--- config.mk ---
export PLATFORM = sky130hd
export DESIGN_NAME = sd_dat_phys
export DESIGN_NICKNAME = d
export VERILOG_FILES = /design/src/logic/sd_dat_pkg.sv /design/src/logic/dat_blk_if.sv /design/src/logic/dat_xfer_ctrl.sv /design/src/logic/dat_writer.sv /design/src/logic/dat_reader.sv /design/src/logic/sd_dat_phys.sv
export VERILOG_INCLUDE_DIRS = /design/src /design/src/logic
export SDC_FILE = /design/constraint.sdc
export NUM_CORES = 1
export LEC_CHECK = 0
export ABC_AREA = 1
export BUFFER_PORTS_ARGS = -buffer_cell sky130_fd_sc_hd__clkbuf_2
export CAP_MARGIN = 20
export CORE_MARGIN = 5
export CORE_UTILIZATION = 23
export CTS_BUF_LIST = sky130_fd_sc_hd__clkbuf_16
export DETAILED_ROUTE_END_ITERATION = 10
export HOLD_SLACK_MARGIN = 0.15
export PLACE_DENSITY = 0.47
export SETUP_SLACK_MARGIN = 0.02
export SLEW_MARGIN = 0
export SYNTH_ARGS = -nofsm -noshare
export SYNTH_HDL_FRONTEND = slang
export SYNTH_SLANG_ARGS = --single-unit
--- constraint.sdc ---
create_clock -name sd_clk -period 5.3 [get_ports sd_clk]
set_input_delay 0 -clock sd_clk [delete_from_list [all_inputs] [get_ports sd_clk]]
set_output_delay 0 -clock sd_clk [all_outputs]
set_load 0.05 [all_outputs]
--- src/logic/sd_dat_config.svh ---
////////////////////////////////////////////////////////////
// Width and frame constants for the 4-bit DAT path
// Block sizes must be a whole number of buffer words
// Nibbles per word must be a power of two
////////////////////////////////////////////////////////////
`ifndef SD_DAT_CONFIG_SVH
`define SD_DAT_CONFIG_SVH

`define FIFO_WIDTH      32       // Buffer word, eight nibbles
`define BLOCK_SZ_WIDTH  10       // Blocks up to 512 bytes
`define BLOCK_CNT_WIDTH 8
`define CRC_NIBBLES     2        // Placeholders only

// Frame layout
`define WORD_NIBBLES    (`FIFO_WIDTH / 4)
`define WORD_BYTES      (`FIFO_WIDTH / 8)
`define START_NIBBLE    4'h0
`define CRC_FILL        4'h0
`define END_NIBBLE      4'hF

`endif

--- src/logic/sd_dat_pkg.sv ---
////////////////////////////////////////////////////////////
// Types shared by the DAT controller and both block engines
////////////////////////////////////////////////////////////
`include "sd_dat_config.svh"

package sd_dat_pkg;

   typedef logic [3:0]                       nibble_t;     // One DAT bus value
   typedef logic [`FIFO_WIDTH-1:0]           fifo_word_t;
   typedef logic [`BLOCK_SZ_WIDTH-1:0]       blk_sz_t;     // Bytes
   typedef logic [`BLOCK_CNT_WIDTH-1:0]      blk_cnt_t;
   typedef logic [$clog2(`WORD_NIBBLES)-1:0] nib_idx_t;    // Nibble slot in a word

   localparam nib_idx_t LAST_NIB = nib_idx_t'(`WORD_NIBBLES - 1);

   // State encodings
   typedef enum logic [2:0] {
      WR_IDLE, WR_START, WR_DATA, WR_CRC, WR_END
   } wr_state_e;

   typedef enum logic [1:0] {
      RD_IDLE, RD_WAIT_START, RD_DATA, RD_WAIT_END
   } rd_state_e;

   typedef enum logic [1:0] {
      CTRL_IDLE, CTRL_WRITE_BLK, CTRL_READ_BLK, CTRL_GAP
   } ctrl_state_e;

endpackage

--- src/logic/dat_blk_if.sv ---
////////////////////////////////////////////////////////////
// Block handshake between the transfer controller and one engine
// start is only raised while active is low
////////////////////////////////////////////////////////////
`timescale 1ns/100ps

interface dat_blk_if;
   import sd_dat_pkg::*;

   logic    start;       // One cycle pulse
   blk_sz_t block_sz;    // Stable while active
   logic    active;      // Cycle after start up to block end
   logic    blk_done;    // One cycle pulse at block end

   modport ctrl (
      output start,
      output block_sz,
      input  active,
      input  blk_done
   );

   modport engine (
      input  start,
      input  block_sz,
      output active,
      output blk_done
   );

endinterface

--- src/logic/dat_xfer_ctrl.sv ---
////////////////////////////////////////////////////////////
// Sequences multi-block transfers across the two block engines
// Request flags are sampled one cycle before they take effect
// block_cnt of zero with multiple set is not supported
////////////////////////////////////////////////////////////
`timescale 1ns/100ps

module dat_xfer_ctrl (
   input  logic                 sd_clk,
   input  logic                 rst_L,
   input  logic                 write_req,
   input  logic                 read_req,
   input  logic                 multiple,
   input  sd_dat_pkg::blk_sz_t  block_sz,
   input  sd_dat_pkg::blk_cnt_t block_cnt,
   input  logic                 dat0,
   input  logic                 dat_oe,
   input  logic                 tx_valid,
   dat_blk_if.ctrl              wr_blk,
   dat_blk_if.ctrl              rd_blk,
   output logic                 busy,
   output logic                 tf_finished
);
   import sd_dat_pkg::*;

   ctrl_state_e state;
   logic        write_q;
   logic        read_q;
   logic        multiple_q;
   logic        xfer_wr;      // Direction of the running transfer
   blk_cnt_t    blks_left;
   blk_sz_t     sz_q;
   logic        card_busy;
   logic        wr_go;
   logic        blk_done;

   assign card_busy = !dat0 && !dat_oe;     // Card pulls DAT0 low while busy
   assign wr_go     = tx_valid && !card_busy;
   assign blk_done  = xfer_wr ? wr_blk.blk_done : rd_blk.blk_done;

   assign wr_blk.block_sz = sz_q;
   assign rd_blk.block_sz = sz_q;

   always_ff @(posedge sd_clk) begin
      if (!rst_L) begin
         state        <= CTRL_IDLE;
         write_q      <= 1'b0;
         read_q       <= 1'b0;
         multiple_q   <= 1'b0;
         xfer_wr      <= 1'b0;
         blks_left    <= '0;
         busy         <= 1'b0;
         tf_finished  <= 1'b0;
         wr_blk.start <= 1'b0;
         rd_blk.start <= 1'b0;
      end else begin
         write_q      <= write_req;
         read_q       <= read_req;
         multiple_q   <= multiple;
         wr_blk.start <= 1'b0;
         rd_blk.start <= 1'b0;
         tf_finished  <= 1'b0;
         case (state)
            CTRL_IDLE: begin
               if (write_q && !read_q && wr_go) begin
                  state        <= CTRL_WRITE_BLK;
                  xfer_wr      <= 1'b1;
                  wr_blk.start <= 1'b1;
                  busy         <= 1'b1;
                  blks_left    <= multiple_q ? block_cnt : blk_cnt_t'(1);
               end else if (read_q && !write_q) begin
                  state        <= CTRL_READ_BLK;
                  xfer_wr      <= 1'b0;
                  rd_blk.start <= 1'b1;
                  busy         <= 1'b1;
                  blks_left    <= multiple_q ? block_cnt : blk_cnt_t'(1);
               end
            end
            CTRL_WRITE_BLK, CTRL_READ_BLK: begin
               if (blk_done) begin
                  blks_left <= blks_left - 1'b1;
                  if (blks_left == blk_cnt_t'(1)) begin
                     state       <= CTRL_IDLE;   // Last block
                     busy        <= 1'b0;
                     tf_finished <= 1'b1;
                  end else begin
                     state <= CTRL_GAP;
                  end
               end
            end
            CTRL_GAP: begin
               if (!xfer_wr) begin
                  state        <= CTRL_READ_BLK;
                  rd_blk.start <= 1'b1;
               end else if (wr_go) begin
                  state        <= CTRL_WRITE_BLK;   // Next word ready, card idle
                  wr_blk.start <= 1'b1;
               end
            end
            default: state <= CTRL_IDLE;
         endcase
      end
   end

   // Block size latched per transfer
   always_ff @(posedge sd_clk) begin
      if (state == CTRL_IDLE)
         sz_q <= block_sz;
   end

   // The two engines never own the bus together
   a_one_engine: assert property (@(posedge sd_clk) disable iff (!rst_L)
      !(wr_blk.active && rd_blk.active))
      else $error("dat_xfer_ctrl: both engines active");

endmodule

--- src/logic/dat_writer.sv ---
////////////////////////////////////////////////////////////
// Serializes one block of transmit words onto DAT[3:0]
// Frame is start nibble, payload MSN first, CRC fill, end nibble
// The first word is taken at start, each later one on the cycle after a pop
// Block latency is 2*block_sz + 5 cycles from start to blk_done
////////////////////////////////////////////////////////////
`timescale 1ns/100ps
`include "sd_dat_config.svh"

module dat_writer (
   input  logic                   sd_clk,
   input  logic                   rst_L,
   dat_blk_if.engine              blk,
   input  sd_dat_pkg::fifo_word_t tx_data,
   input  logic                   tx_valid,
   output logic                   tx_rd,
   output sd_dat_pkg::nibble_t    dat_out,
   output logic                   dat_oe
);
   import sd_dat_pkg::*;

   localparam int CRC_W = $clog2(`CRC_NIBBLES + 1);

   wr_state_e        state;
   fifo_word_t       word_q;        // Next nibble sits on top
   fifo_word_t       word_src;
   nib_idx_t         nib_idx;
   blk_sz_t          bytes_left;
   logic [CRC_W-1:0] crc_cnt;
   logic             shifting;

   assign blk.active = (state != WR_IDLE);

   // Payload nibble launched this cycle
   assign shifting = (state == WR_START || state == WR_DATA) && bytes_left != '0;

   // Word boundary in data state means a pop just happened, so take the fresh head
   assign word_src = (state == WR_DATA && nib_idx == '0) ? tx_data : word_q;

   assign tx_rd = shifting && nib_idx == LAST_NIB;   // Pop with last nibble of the word

   ////////////////////////////////////////////////////////////
   // Frame sequencing
   ////////////////////////////////////////////////////////////
   always_ff @(posedge sd_clk) begin
      if (!rst_L) begin
         state        <= WR_IDLE;
         dat_out      <= '0;
         dat_oe       <= 1'b0;
         nib_idx      <= '0;
         bytes_left   <= '0;
         crc_cnt      <= '0;
         blk.blk_done <= 1'b0;
      end else begin
         blk.blk_done <= 1'b0;
         case (state)
            WR_IDLE: begin
               if (blk.start) begin
                  state      <= WR_START;
                  dat_oe     <= 1'b1;
                  dat_out    <= `START_NIBBLE;
                  nib_idx    <= '0;
                  bytes_left <= blk.block_sz;
               end
            end
            WR_START, WR_DATA: begin
               if (shifting) begin
                  state   <= WR_DATA;
                  dat_out <= word_src[`FIFO_WIDTH-1 -: 4];
                  nib_idx <= nib_idx + 1'b1;   // Wraps at word end
                  if (nib_idx == LAST_NIB)
                     bytes_left <= bytes_left - blk_sz_t'(`WORD_BYTES);
               end else begin
                  state   <= WR_CRC;           // First CRC nibble goes out now
                  dat_out <= `CRC_FILL;
                  crc_cnt <= CRC_W'(`CRC_NIBBLES - 1);
               end
            end
            WR_CRC: begin
               if (crc_cnt == '0) begin
                  state   <= WR_END;
                  dat_out <= `END_NIBBLE;
               end else begin
                  dat_out <= `CRC_FILL;
                  crc_cnt <= crc_cnt - 1'b1;
               end
            end
            WR_END: begin
               state        <= WR_IDLE;   // Release the bus
               dat_oe       <= 1'b0;
               dat_out      <= '0;
               blk.blk_done <= 1'b1;
            end
            default: state <= WR_IDLE;
         endcase
      end
   end

   // Word shifter
   always_ff @(posedge sd_clk) begin
      if (state == WR_IDLE && blk.start)
         word_q <= tx_data;
      else if (shifting)
         word_q <= word_src << 4;
   end

   // Every pop inside a block expects a word waiting in the transmit buffer
   a_no_underrun: assert property (@(posedge sd_clk) disable iff (!rst_L)
      tx_rd |-> tx_valid)
      else $error("dat_writer: transmit buffer underrun");

endmodule

--- src/logic/dat_reader.sv ---
////////////////////////////////////////////////////////////
// Gathers one block from DAT[3:0] into receive words
// Waits for the start nibble, then takes 2*block_sz nibbles MSN first
// CRC nibbles are skipped until the end nibble shows up
// The receive buffer takes every push, there is no stall
////////////////////////////////////////////////////////////
`timescale 1ns/100ps
`include "sd_dat_config.svh"

module dat_reader (
   input  logic                   sd_clk,
   input  logic                   rst_L,
   dat_blk_if.engine              blk,
   input  sd_dat_pkg::nibble_t    dat_in,
   output sd_dat_pkg::fifo_word_t rx_data,
   output logic                   rx_wr
);
   import sd_dat_pkg::*;

   rd_state_e state;
   nib_idx_t  nib_idx;
   blk_sz_t   bytes_left;

   assign blk.active = (state != RD_IDLE);

   ////////////////////////////////////////////////////////////
   // Block sequencing
   ////////////////////////////////////////////////////////////
   always_ff @(posedge sd_clk) begin
      if (!rst_L) begin
         state        <= RD_IDLE;
         nib_idx      <= '0;
         bytes_left   <= '0;
         rx_wr        <= 1'b0;
         blk.blk_done <= 1'b0;
      end else begin
         rx_wr        <= 1'b0;
         blk.blk_done <= 1'b0;
         case (state)
            RD_IDLE: begin
               if (blk.start) begin
                  state      <= RD_WAIT_START;
                  nib_idx    <= '0;
                  bytes_left <= blk.block_sz;
               end
            end
            RD_WAIT_START: begin
               if (dat_in == `START_NIBBLE)
                  state <= RD_DATA;   // Payload from next cycle
            end
            RD_DATA: begin
               nib_idx <= nib_idx + 1'b1;
               if (nib_idx == LAST_NIB) begin
                  rx_wr      <= 1'b1;   // Word complete in rx_data next cycle
                  bytes_left <= bytes_left - blk_sz_t'(`WORD_BYTES);
                  if (bytes_left == blk_sz_t'(`WORD_BYTES))
                     state <= RD_WAIT_END;
               end
            end
            RD_WAIT_END: begin
               // CRC nibbles pass through here unchecked
               if (dat_in == `END_NIBBLE) begin
                  state        <= RD_IDLE;
                  blk.blk_done <= 1'b1;
               end
            end
            default: state <= RD_IDLE;
         endcase
      end
   end

   // Shift register doubles as the receive word
   always_ff @(posedge sd_clk) begin
      if (state == RD_DATA)
         rx_data <= {rx_data[`FIFO_WIDTH-5:0], dat_in};
   end

   // Pushes only come from payload capture while bytes remain in the block
   a_rx_wr_window: assert property (@(posedge sd_clk) disable iff (!rst_L)
      rx_wr |-> $past(state == RD_DATA && bytes_left != '0))
      else $error("dat_reader: rx_wr outside data phase");

endmodule

--- src/logic/sd_dat_phys.sv ---
////////////////////////////////////////////////////////////
// DAT line side of the SD host, 4-bit bus only
// Transmit buffer must be first-word-fall-through
////////////////////////////////////////////////////////////
`timescale 1ns/100ps

module sd_dat_phys (
   input  logic                   sd_clk,
   input  logic                   rst_L,
   // Transmit buffer
   input  sd_dat_pkg::fifo_word_t tx_data,
   input  logic                   tx_valid,
   output logic                   tx_rd,
   // Receive buffer
   output sd_dat_pkg::fifo_word_t rx_data,
   output logic                   rx_wr,
   // DAT bus
   input  sd_dat_pkg::nibble_t    dat_in,
   output sd_dat_pkg::nibble_t    dat_out,
   output logic                   dat_oe,
   // Requests
   input  logic                   write_req,
   input  logic                   read_req,
   input  logic                   multiple,
   input  sd_dat_pkg::blk_sz_t    block_sz,
   input  sd_dat_pkg::blk_cnt_t   block_cnt,
   // Status
   output logic                   busy,
   output logic                   tf_finished
);

   dat_blk_if wr_blk_if ();
   dat_blk_if rd_blk_if ();

   dat_xfer_ctrl ctrl_i (
      .sd_clk      (sd_clk),
      .rst_L       (rst_L),
      .write_req   (write_req),
      .read_req    (read_req),
      .multiple    (multiple),
      .block_sz    (block_sz),
      .block_cnt   (block_cnt),
      .dat0        (dat_in[0]),   // Card busy sense
      .dat_oe      (dat_oe),
      .tx_valid    (tx_valid),
      .wr_blk      (wr_blk_if.ctrl),
      .rd_blk      (rd_blk_if.ctrl),
      .busy        (busy),
      .tf_finished (tf_finished)
   );

   dat_writer writer_i (
      .sd_clk   (sd_clk),
      .rst_L    (rst_L),
      .blk      (wr_blk_if.engine),
      .tx_data  (tx_data),
      .tx_valid (tx_valid),
      .tx_rd    (tx_rd),
      .dat_out  (dat_out),
      .dat_oe   (dat_oe)
   );

   dat_reader reader_i (
      .sd_clk  (sd_clk),
      .rst_L   (rst_L),
      .blk     (rd_blk_if.engine),
      .dat_in  (dat_in),
      .rx_data (rx_data),
      .rx_wr   (rx_wr)
   );

endmodule

==> reports/metrics.cfg, run 1 <==
[outcome]
outcome = finished, final reports clean

[critical_path]
crit_path_start_kind = register
path_cells = inv_1 > ha_1 > nand3_4 > inv_2 > nand2_1 > o211ai_1 > o21ai_1 > dlygate4sd3_1
crit_arrival_ps = 2740
crit_type = reg2reg
cp_slowest_cell = inv_2
slowest_delay_ps = 670
critPathMaxFanout = 56
crit_required_ps = 5470
reg2reg_slack_ps = 2730
worstSetupEndpointType = register

[timing]
setup_viol = 0
drv_slew = 0
rsz0062_at_grt = false
clock_skew_ps = 8.40
period_share_pct = 48.5
max_slew_margin_pct = 33.8
clock.fmax_mhz = 389
finalCriticalPeriod_ps = 2570
finalHoldViolations = 0
tns_ps = 0
worstMarginPinSlew_ps = 993
whs_ps = 203

[final_layout]
multi_input_area_um2 = 2400
diodes = 0
seqCellArea_um2 = 3400
layout-drive-gt1-share_pct = 18.0
fill_cells = 2867
nets = 978
finalNonFillerCells = 1252
area.growth.synth_to_final_pct = 33.2
post-route-cell-area_um2 = 8440

[place]
dp_hpwl_um = 11100
place_area_um2 = 7150
finalWeightedCongestion = 0.758
io_buffers = 100
dp.cells = 1152

[cts]
cts_buffers = 17
clk_pin_slew_worst_paths_ps = 60
root_buffer = clkbuf_16
htreeDepth = 4
clock_latency_ps = 420
cts_tree = yes
cts.sinks = 133
cts.path.max_buffers = 2
postCtsSetupBuffers = 0
cts-resized-gates = 0

[drt]
drt_iter0_drc = 347
postRouteAntennaNets = 0
dr.max_layer_used = met4
dr.pass1.iters = 4
route.detailed.drc = 0
wl_met3_um = 765
routed_wl_um = 16000
vias_per_cell = 4.20
dr_wl_met2_um = 6980
routedLengthMet1_um = 8100
vias = 5255
avgRoutedWirePerCell_um = 12.8

[global_route]
grt_pass1_wl_um = 26000
grt_max_degree = 62
antenna_found_initial = 0
grt_pass1_vias = 5070
grtUsageTotal_pct = 10.5
overflow = 0

[floorplan]
die_h_um = 176
ios = 101
die_w_um = 176
rows = 60
fp.dieArea_um2 = 31000
core_area_um2 = 27000
initial_core_util_pct = 23.4

[synth]
netlist.area_leader.share_pct = 35.1
yosys.area_share.simple_pct = 20.1
synth_seq_area_share_pct = 53.7
synthDistinctLibCells = 38
yosysTopAreaCell = edfxtp_1
syn-num-nets = 811
yosysWarnings = 0
syn_area_um2 = 6340
ys_seq_elements = 133
synth_xor_area_share_pct = 0.138
synth_top_family_by_area = simple AND/OR/NAND/NOR gates
syn-instance-count = 731
synth_area_per_cell_um2 = 8.67
synth_area_leaders = edfxtp_1 (35%), dfxtp_1 (19%), nand2_1 (11%)
synth_compound_area_share_pct = 13.5
synthMuxAreaShare_pct = 0.158
synth_fa_ha_area_share_pct = 3.95

[power_and_ir_drop]
peakVddDrop_mv = 0.220
power_density_nw_per_um2 = 512
p_leak_nw = 3.56

[min_path]
hp-class = in2reg

[flow_run]
drv_cap = 0

-- report_power, final --
part	internal, mW	switching (mW)
logic	0.561	1.03
clock network	0.743	0.473
registers	1.39	0.130
total	2.69	1.63
-- sequential cells by signal, summed over array words and instances (netlist names), 3 cells and up --
name and count:
reader_i.rx_data 32, writer_i.word_q 32, writer_i.nib_idx 3, writer_i.dat_out 4
writer_i.bytes_left 10, writer_i.state 3, ctrl_i.rd_blk.block_sz 10, reader_i.bytes_left 10
ctrl_i.blks_left 8, reader_i.nib_idx 3
-- per-stage QoR --
step / setup slack, ps / power (mW) / util, %
5_1_grt: 2470 / 4.67 / 31.2
2_1_floorplan: 3070 / 2.69 / -
3_3_place_gp: 2800 / 3.05 / 26.5
3_5_place_dp: 2770 / 3.06 / 26.5
6_report: 2730 / 4.32 / 31.2
4_1_cts: 2700 / 4.38 / 31.2
-- layout by cell type (no fill, tap or decap), types with 2 or more instances in the layout --
| cell | instances |
|---|---|
| nor3_1 | 2 |
| a21oi_2 | 3 |
| nand3_4 | 2 |
| bufinv_16 | 3 |
| inv_1 | 95 |
| o21ai_1 | 23 |
| o211ai_1 | 29 |
| clkbuf_2 | 100 |
| o211ai_2 | 2 |
| clkbuf_16 | 17 |
| clkinvlp_4 | 2 |
| dlygate4sd3_1 | 68 |
| clkinv_4 | 4 |
| nand3b_1 | 2 |
| ha_1 | 19 |
| edfxtp_1 | 74 |
| nor2_2 | 3 |
| nor2_4 | 3 |
| dfxtp_1 | 59 |
| a21oi_1 | 40 |
| o21ai_0 | 39 |
| o21bai_1 | 2 |
| nand4_1 | 3 |
| clkinv_1 | 3 |
| nand3_1 | 35 |
| nand3_2 | 2 |
| inv_6 | 3 |
| or2_2 | 2 |
| nor2_1 | 61 |
| a211oi_1 | 3 |
| nand2_2 | 3 |
| buf_4 | 3 |
| nand2_1 | 184 |
| inv_2 | 7 |
| inv_4 | 2 |
-- cells by family (layout without fill, tap and decap cells) --
| logic type | after synthesis | after routing |
|---|---|---|
| flops | 133 | 133 |
| xor+xnor | 1 | 1 |
| buf+inv | 128 | 308 |
| mux | 1 | 1 |
| simple gates | 302 | 302 |
| compound gates | 146 | 146 |
| fa+ha+maj | 20 | 20 |
-- critical path, delay by kind of cell, from the launching register on --
| kind | cells | cell delay [ps] |
|---|---|---|
| flops | 1 | 330 |
| fa+ha+maj | 1 | 180 |
| compound gates | 2 | 240 |
| buf+inv | 3 | 1310 |
| simple gates | 2 | 250 |
-- metal layers --
layer,GRT usage (%),vias to the layer above
li1,-,2741
met1,14.9,2382
met2,15.8,120
met3,2.76,12
met4,3.05,0
met5,0,-
-- path summary, 6_finish.rpt --
kind,start,endpoint,cells after the start
worst max-delay path,writer_i.nib_idx[0],writer_i.word_q[29],8
worst min-delay path,rst_L,ctrl_i.write_q,3
worst max register to register,writer_i.nib_idx[0],writer_i.word_q[29],8
worst min register to register,reader_i.rx_data[8],reader_i.rx_data[12],0
-- cell type report --
| cell class | count | area share, % |
|---|---|---|
| flip-flops and latches | 133 | 40.3 |
| multi-input cells | 470 | 28.5 |
| repair buffers | 171 | 14.3 |
| well taps | 341 | 5.06 |
| clock buffers | 17 | 5.04 |
| inverters | 105 | 4.73 |
| clock inverters | 15 | 2.12 |
-- synthesized netlist by cell type, drive strengths merged --
library cell and count:
a211oi 3, a21boi 1, a21oi 43, a31oi 1
buf 14, clkbuf 9, clkinv 1, dfxtp 59
edfxtp 74, ha 20, inv 104, mux2i 1
nand2 187, nand3 39, nand3b 2, nand4 3
nor2 67, nor3 2, o211ai 31, o21a 1
o21ai 63, o21bai 2, o22ai 1, or2 2
xor2 1
-- what timing repair did --
item                                    4_1_cts  5_1_grt
endpoints found under the setup margin        0        0
hold buffers                                 68        0
endpoints found under the hold margin        66        0
(Power assumes the default switching activity.)
==> inputs of run 2 (changes only) <==
ABC_AREA = 0   (was 1)
clock period = 2.5 ns   (was 5.3 ns; I/O delays follow)
==> reports/metrics.cfg, run 2 <==
[power_and_ir_drop]
p_leak_nw = 3.18  ; -11%
peakVddDrop_mv = 0.388  ; +76%
p_clk_share_pct = 31.4  ; +3.3 points
power_frac_comb_pct = 30.3  ; -6.4 points
intPower_mw = 4.89  ; +82%
p_sw_share_pct = 35.4  ; -2.3 points
pwr-share-seq_pct = 38.3  ; +3.1 points
p_switching_mw = 2.68  ; +65%
power_density_nw_per_um2 = 897  ; +75%
finalPower_mw = 7.58  ; +75%

[drt]
routed_wl_um = 16200  ; +1.0%
postRouteAntennaNets = 0  ; unchanged
vias = 4953  ; -5.7%
route.detailed.drc = 0  ; unchanged
dr.pass1.iters = 5  ; +1
vias_per_cell = 4.45  ; +6.1%
avgRoutedWirePerCell_um = 14.6  ; +14%
drt_iter0_drc = 233  ; -33%

[synth]
syn-num-nets = 664  ; -18%
syn-instance-count = 584  ; -20%
ys_seq_elements = 133  ; unchanged
yosys.area_share.simple_pct = 13.7  ; -6.4 points
syn_area_um2 = 6270  ; -1.1%
synth_area_leaders = edfxtp_1 (35%), dfxtp_1 (19%), mux2i_1 (5.8%)
netlist.area_leader.share_pct = 35.5  ; +0.39 points
synth_seq_area_share_pct = 54.3  ; +0.60 points
synth_commonest_cells = edfxtp_1 (74), nand2_1 (74), dfxtp_1 (59)
synth_compound_area_share_pct = 17.5  ; +4.0 points
synth_fa_ha_area_share_pct = 3.99  ; +0.044 points
yosysWarnings = 0  ; unchanged
synth_top_flop_cell = edfxtp_1
yosysTopAreaCell = edfxtp_1
synth_top_family_by_area = compound AO/OA/AOI/OAI gates
synth_area_per_cell_um2 = 10.7  ; +24%
synthMuxAreaShare_pct = 5.93  ; +5.8 points
synth_xor_area_share_pct = 0.419  ; +0.28 points
synth_edf_count = 74  ; unchanged
synthArstFlopShare_pct = 0  ; unchanged
synthDistinctLibCells = 68  ; +79%

[floorplan]
fp.dieArea_um2 = 30600  ; -1.0%
die_w_um = 175  ; -0.52%
die_h_um = 175  ; -0.52%
rows = 60  ; unchanged
initial_core_util_pct = 23.3  ; -0.13 points
core_area_um2 = 26900  ; -0.56%
ios = 101  ; unchanged

[cts]
cts.sinks = 133  ; unchanged
htreeDepth = 4  ; unchanged
clk_pin_slew_worst_paths_ps = 80  ; +20 ps
cts_tree = yes
cts_buffers = 17  ; unchanged
cts.path.max_buffers = 2  ; unchanged
clock_latency_ps = 430  ; about the same
root_buffer = clkbuf_16

[final_layout]
area.growth.synth_to_final_pct = 34.8
reg_top3 = reader_i.rx_data (32), writer_i.word_q (32)
nets = 838  ; -14%
seqCellArea_um2 = 3400  ; unchanged
multi_input_area_um2 = 2610  ; +8.4%
layout-drive-gt1-share_pct = 22.6  ; +4.6 points
finalNonFillerCells = 1112  ; -11%
diodes = 0  ; unchanged
mostFrequentLayoutCells = clkbuf_2 (99), edfxtp_1 (74), nand2_1 (73)
final_common_cell = clkbuf_2
fill_cells = 2815  ; -1.8%

[critical_path]
ff2ff_path_depth = 5  ; -3
crit_type = reg2reg
critPathLaunch = writer_i.nib_idx[2]
crit_path_end = writer_i.word_q[24]
worstSetupEndpointType = register
r2r-end = writer_i.word_q[24]
critPathMaxFanout = 11  ; -80%
crit_path_start_kind = register
r2r-start = writer_i.nib_idx[2]
crit_required_ps = 2670  ; -2800 ps
crit_arrival_ps = 2540  ; -200 ps
reg2reg_slack_ps = 120  ; -2610 ps

[place]
dp_slack_ps = 268  ; -2500 ps
finalWeightedCongestion = 0.775  ; +2.3%
dp.cells = 1015  ; -12%
dp_hpwl_um = 10900  ; -1.7%
io_buffers = 100  ; unchanged

[timing]
clock.fmax_mhz = 420  ; +8.2%
clock_skew_ps = 19.7  ; +11.3 ps
finalCriticalPeriod_ps = 2380  ; -194 ps
finalHoldViolations = 0  ; unchanged
tns_ps = 0  ; unchanged
max_slew_margin_pct = 53.6  ; +20 points
fin_ws_ps = 122  ; -2610 ps
setup_viol = 0  ; unchanged
period_share_pct = 95.1  ; +47 points
drv_slew = 0  ; unchanged
worstMarginPinSlew_ps = 687  ; -306 ps
rsz0062_at_grt = true

[global_route]
grt_pass1_wl_um = 26800  ; +3.0%
overflow = 0  ; unchanged
grt_pass1_vias = 5156  ; +1.7%
grt_max_degree = 63  ; +1.6%
antenna_found_initial = 0  ; unchanged
grtUsageTotal_pct = 10.9  ; +0.40 points

[flow_run]
drv_cap = 0  ; unchanged

[outcome]
outcome = finished, final reports clean

[min_path]
hp-class = in2reg

-- run 2: per-stage QoR --
stage | area, µm² | util [%] | hold slack [ps]
finish | 8450 | 31.4 | 294
global placement | 7230 | 26.9 | 180
CTS | 8450 | 31.4 | 269
floorplan | 6270 | - | 98.9
detailed placement | 7230 | 26.9 | 179
global route | 8450 | 31.4 | 290
-- run 2: repair_timing --
item	in CTS	in global routing
setup buffers	2	0
gates resized for setup	2	1
pin swaps	1	1
endpoints found under the setup margin	1	2
cloned	0	0
hold buffers	63	0
endpoints found under the hold margin	80	0
-- run 2: power groups by stage --
stage	registers (mW)	logic (mW)	clock network, mW
floorplan	3.06	1.44	0
global placement	2.95	2.22	0
detailed placement	2.95	2.21	0
CTS	2.91	2.32	2.47
global route	2.95	2.54	2.57
finish	2.90	2.30	2.38
-- run 2: worst min-delay path by stage --
| stage | endpoint | depth (start not counted) | slack [ps] | startpoint |
|---|---|---|---|---|
| 5_1_grt | ctrl_i.rd_blk.block_sz[2] | 2 | 290 | block_sz[2] |
| 3_3_place_gp | ctrl_i.rd_blk.block_sz[6] | 1 | 180 | block_sz[6] |
| 2_1_floorplan | ctrl_i.rd_blk.block_sz[0] | 0 | 100 | block_sz[0] |
| 3_5_place_dp | ctrl_i.rd_blk.block_sz[1] | 1 | 180 | block_sz[1] |
| 4_1_cts | ctrl_i.rd_blk.block_sz[2] | 2 | 270 | block_sz[2] |
| 6_report | ctrl_i.rd_blk.block_sz[2] | 2 | 290 | block_sz[2] |
-- run 2: logic make-up (layout without fill, tap and decap cells) --
kind of cell	Yosys count	count (layout)
muxes	37	37
AOI/OAI and AO/OA	161	161
adders and majority gates	20	20
xor gates and xnor gates	3	3
DFF	133	133
buffers and inverters	60	247
and+or+nand+nor	170	170
-- run 2: layout make-up --
type | count | share of cell area, %
Timing Repair Buffer | 188 | 16.0
Sequential cell | 133 | 40.3
Clock buffer | 17 | 5.03
Multi-Input combinational cell | 391 | 30.8
Inverter | 27 | 1.24
Clock inverter | 15 | 1.58
Tap cell | 341 | 5.05
-- run 2: layer usage --
metal	wire length (µm)	vias up	track usage [%]
met5	0	-	0
met1	7510	2328	13.4
met3	422	16	2.40
li1	-	2538	-
met2	8020	71	18.9
met4	225	0	3.63
-- run 2: critical path: stages, from the launching register on --
cell and delay (ps):
dfxtp_1 340, or4b_1 670, nor2_8 280, mux2i_1 210
o21ai_0 80, dlygate4sd3_1 560
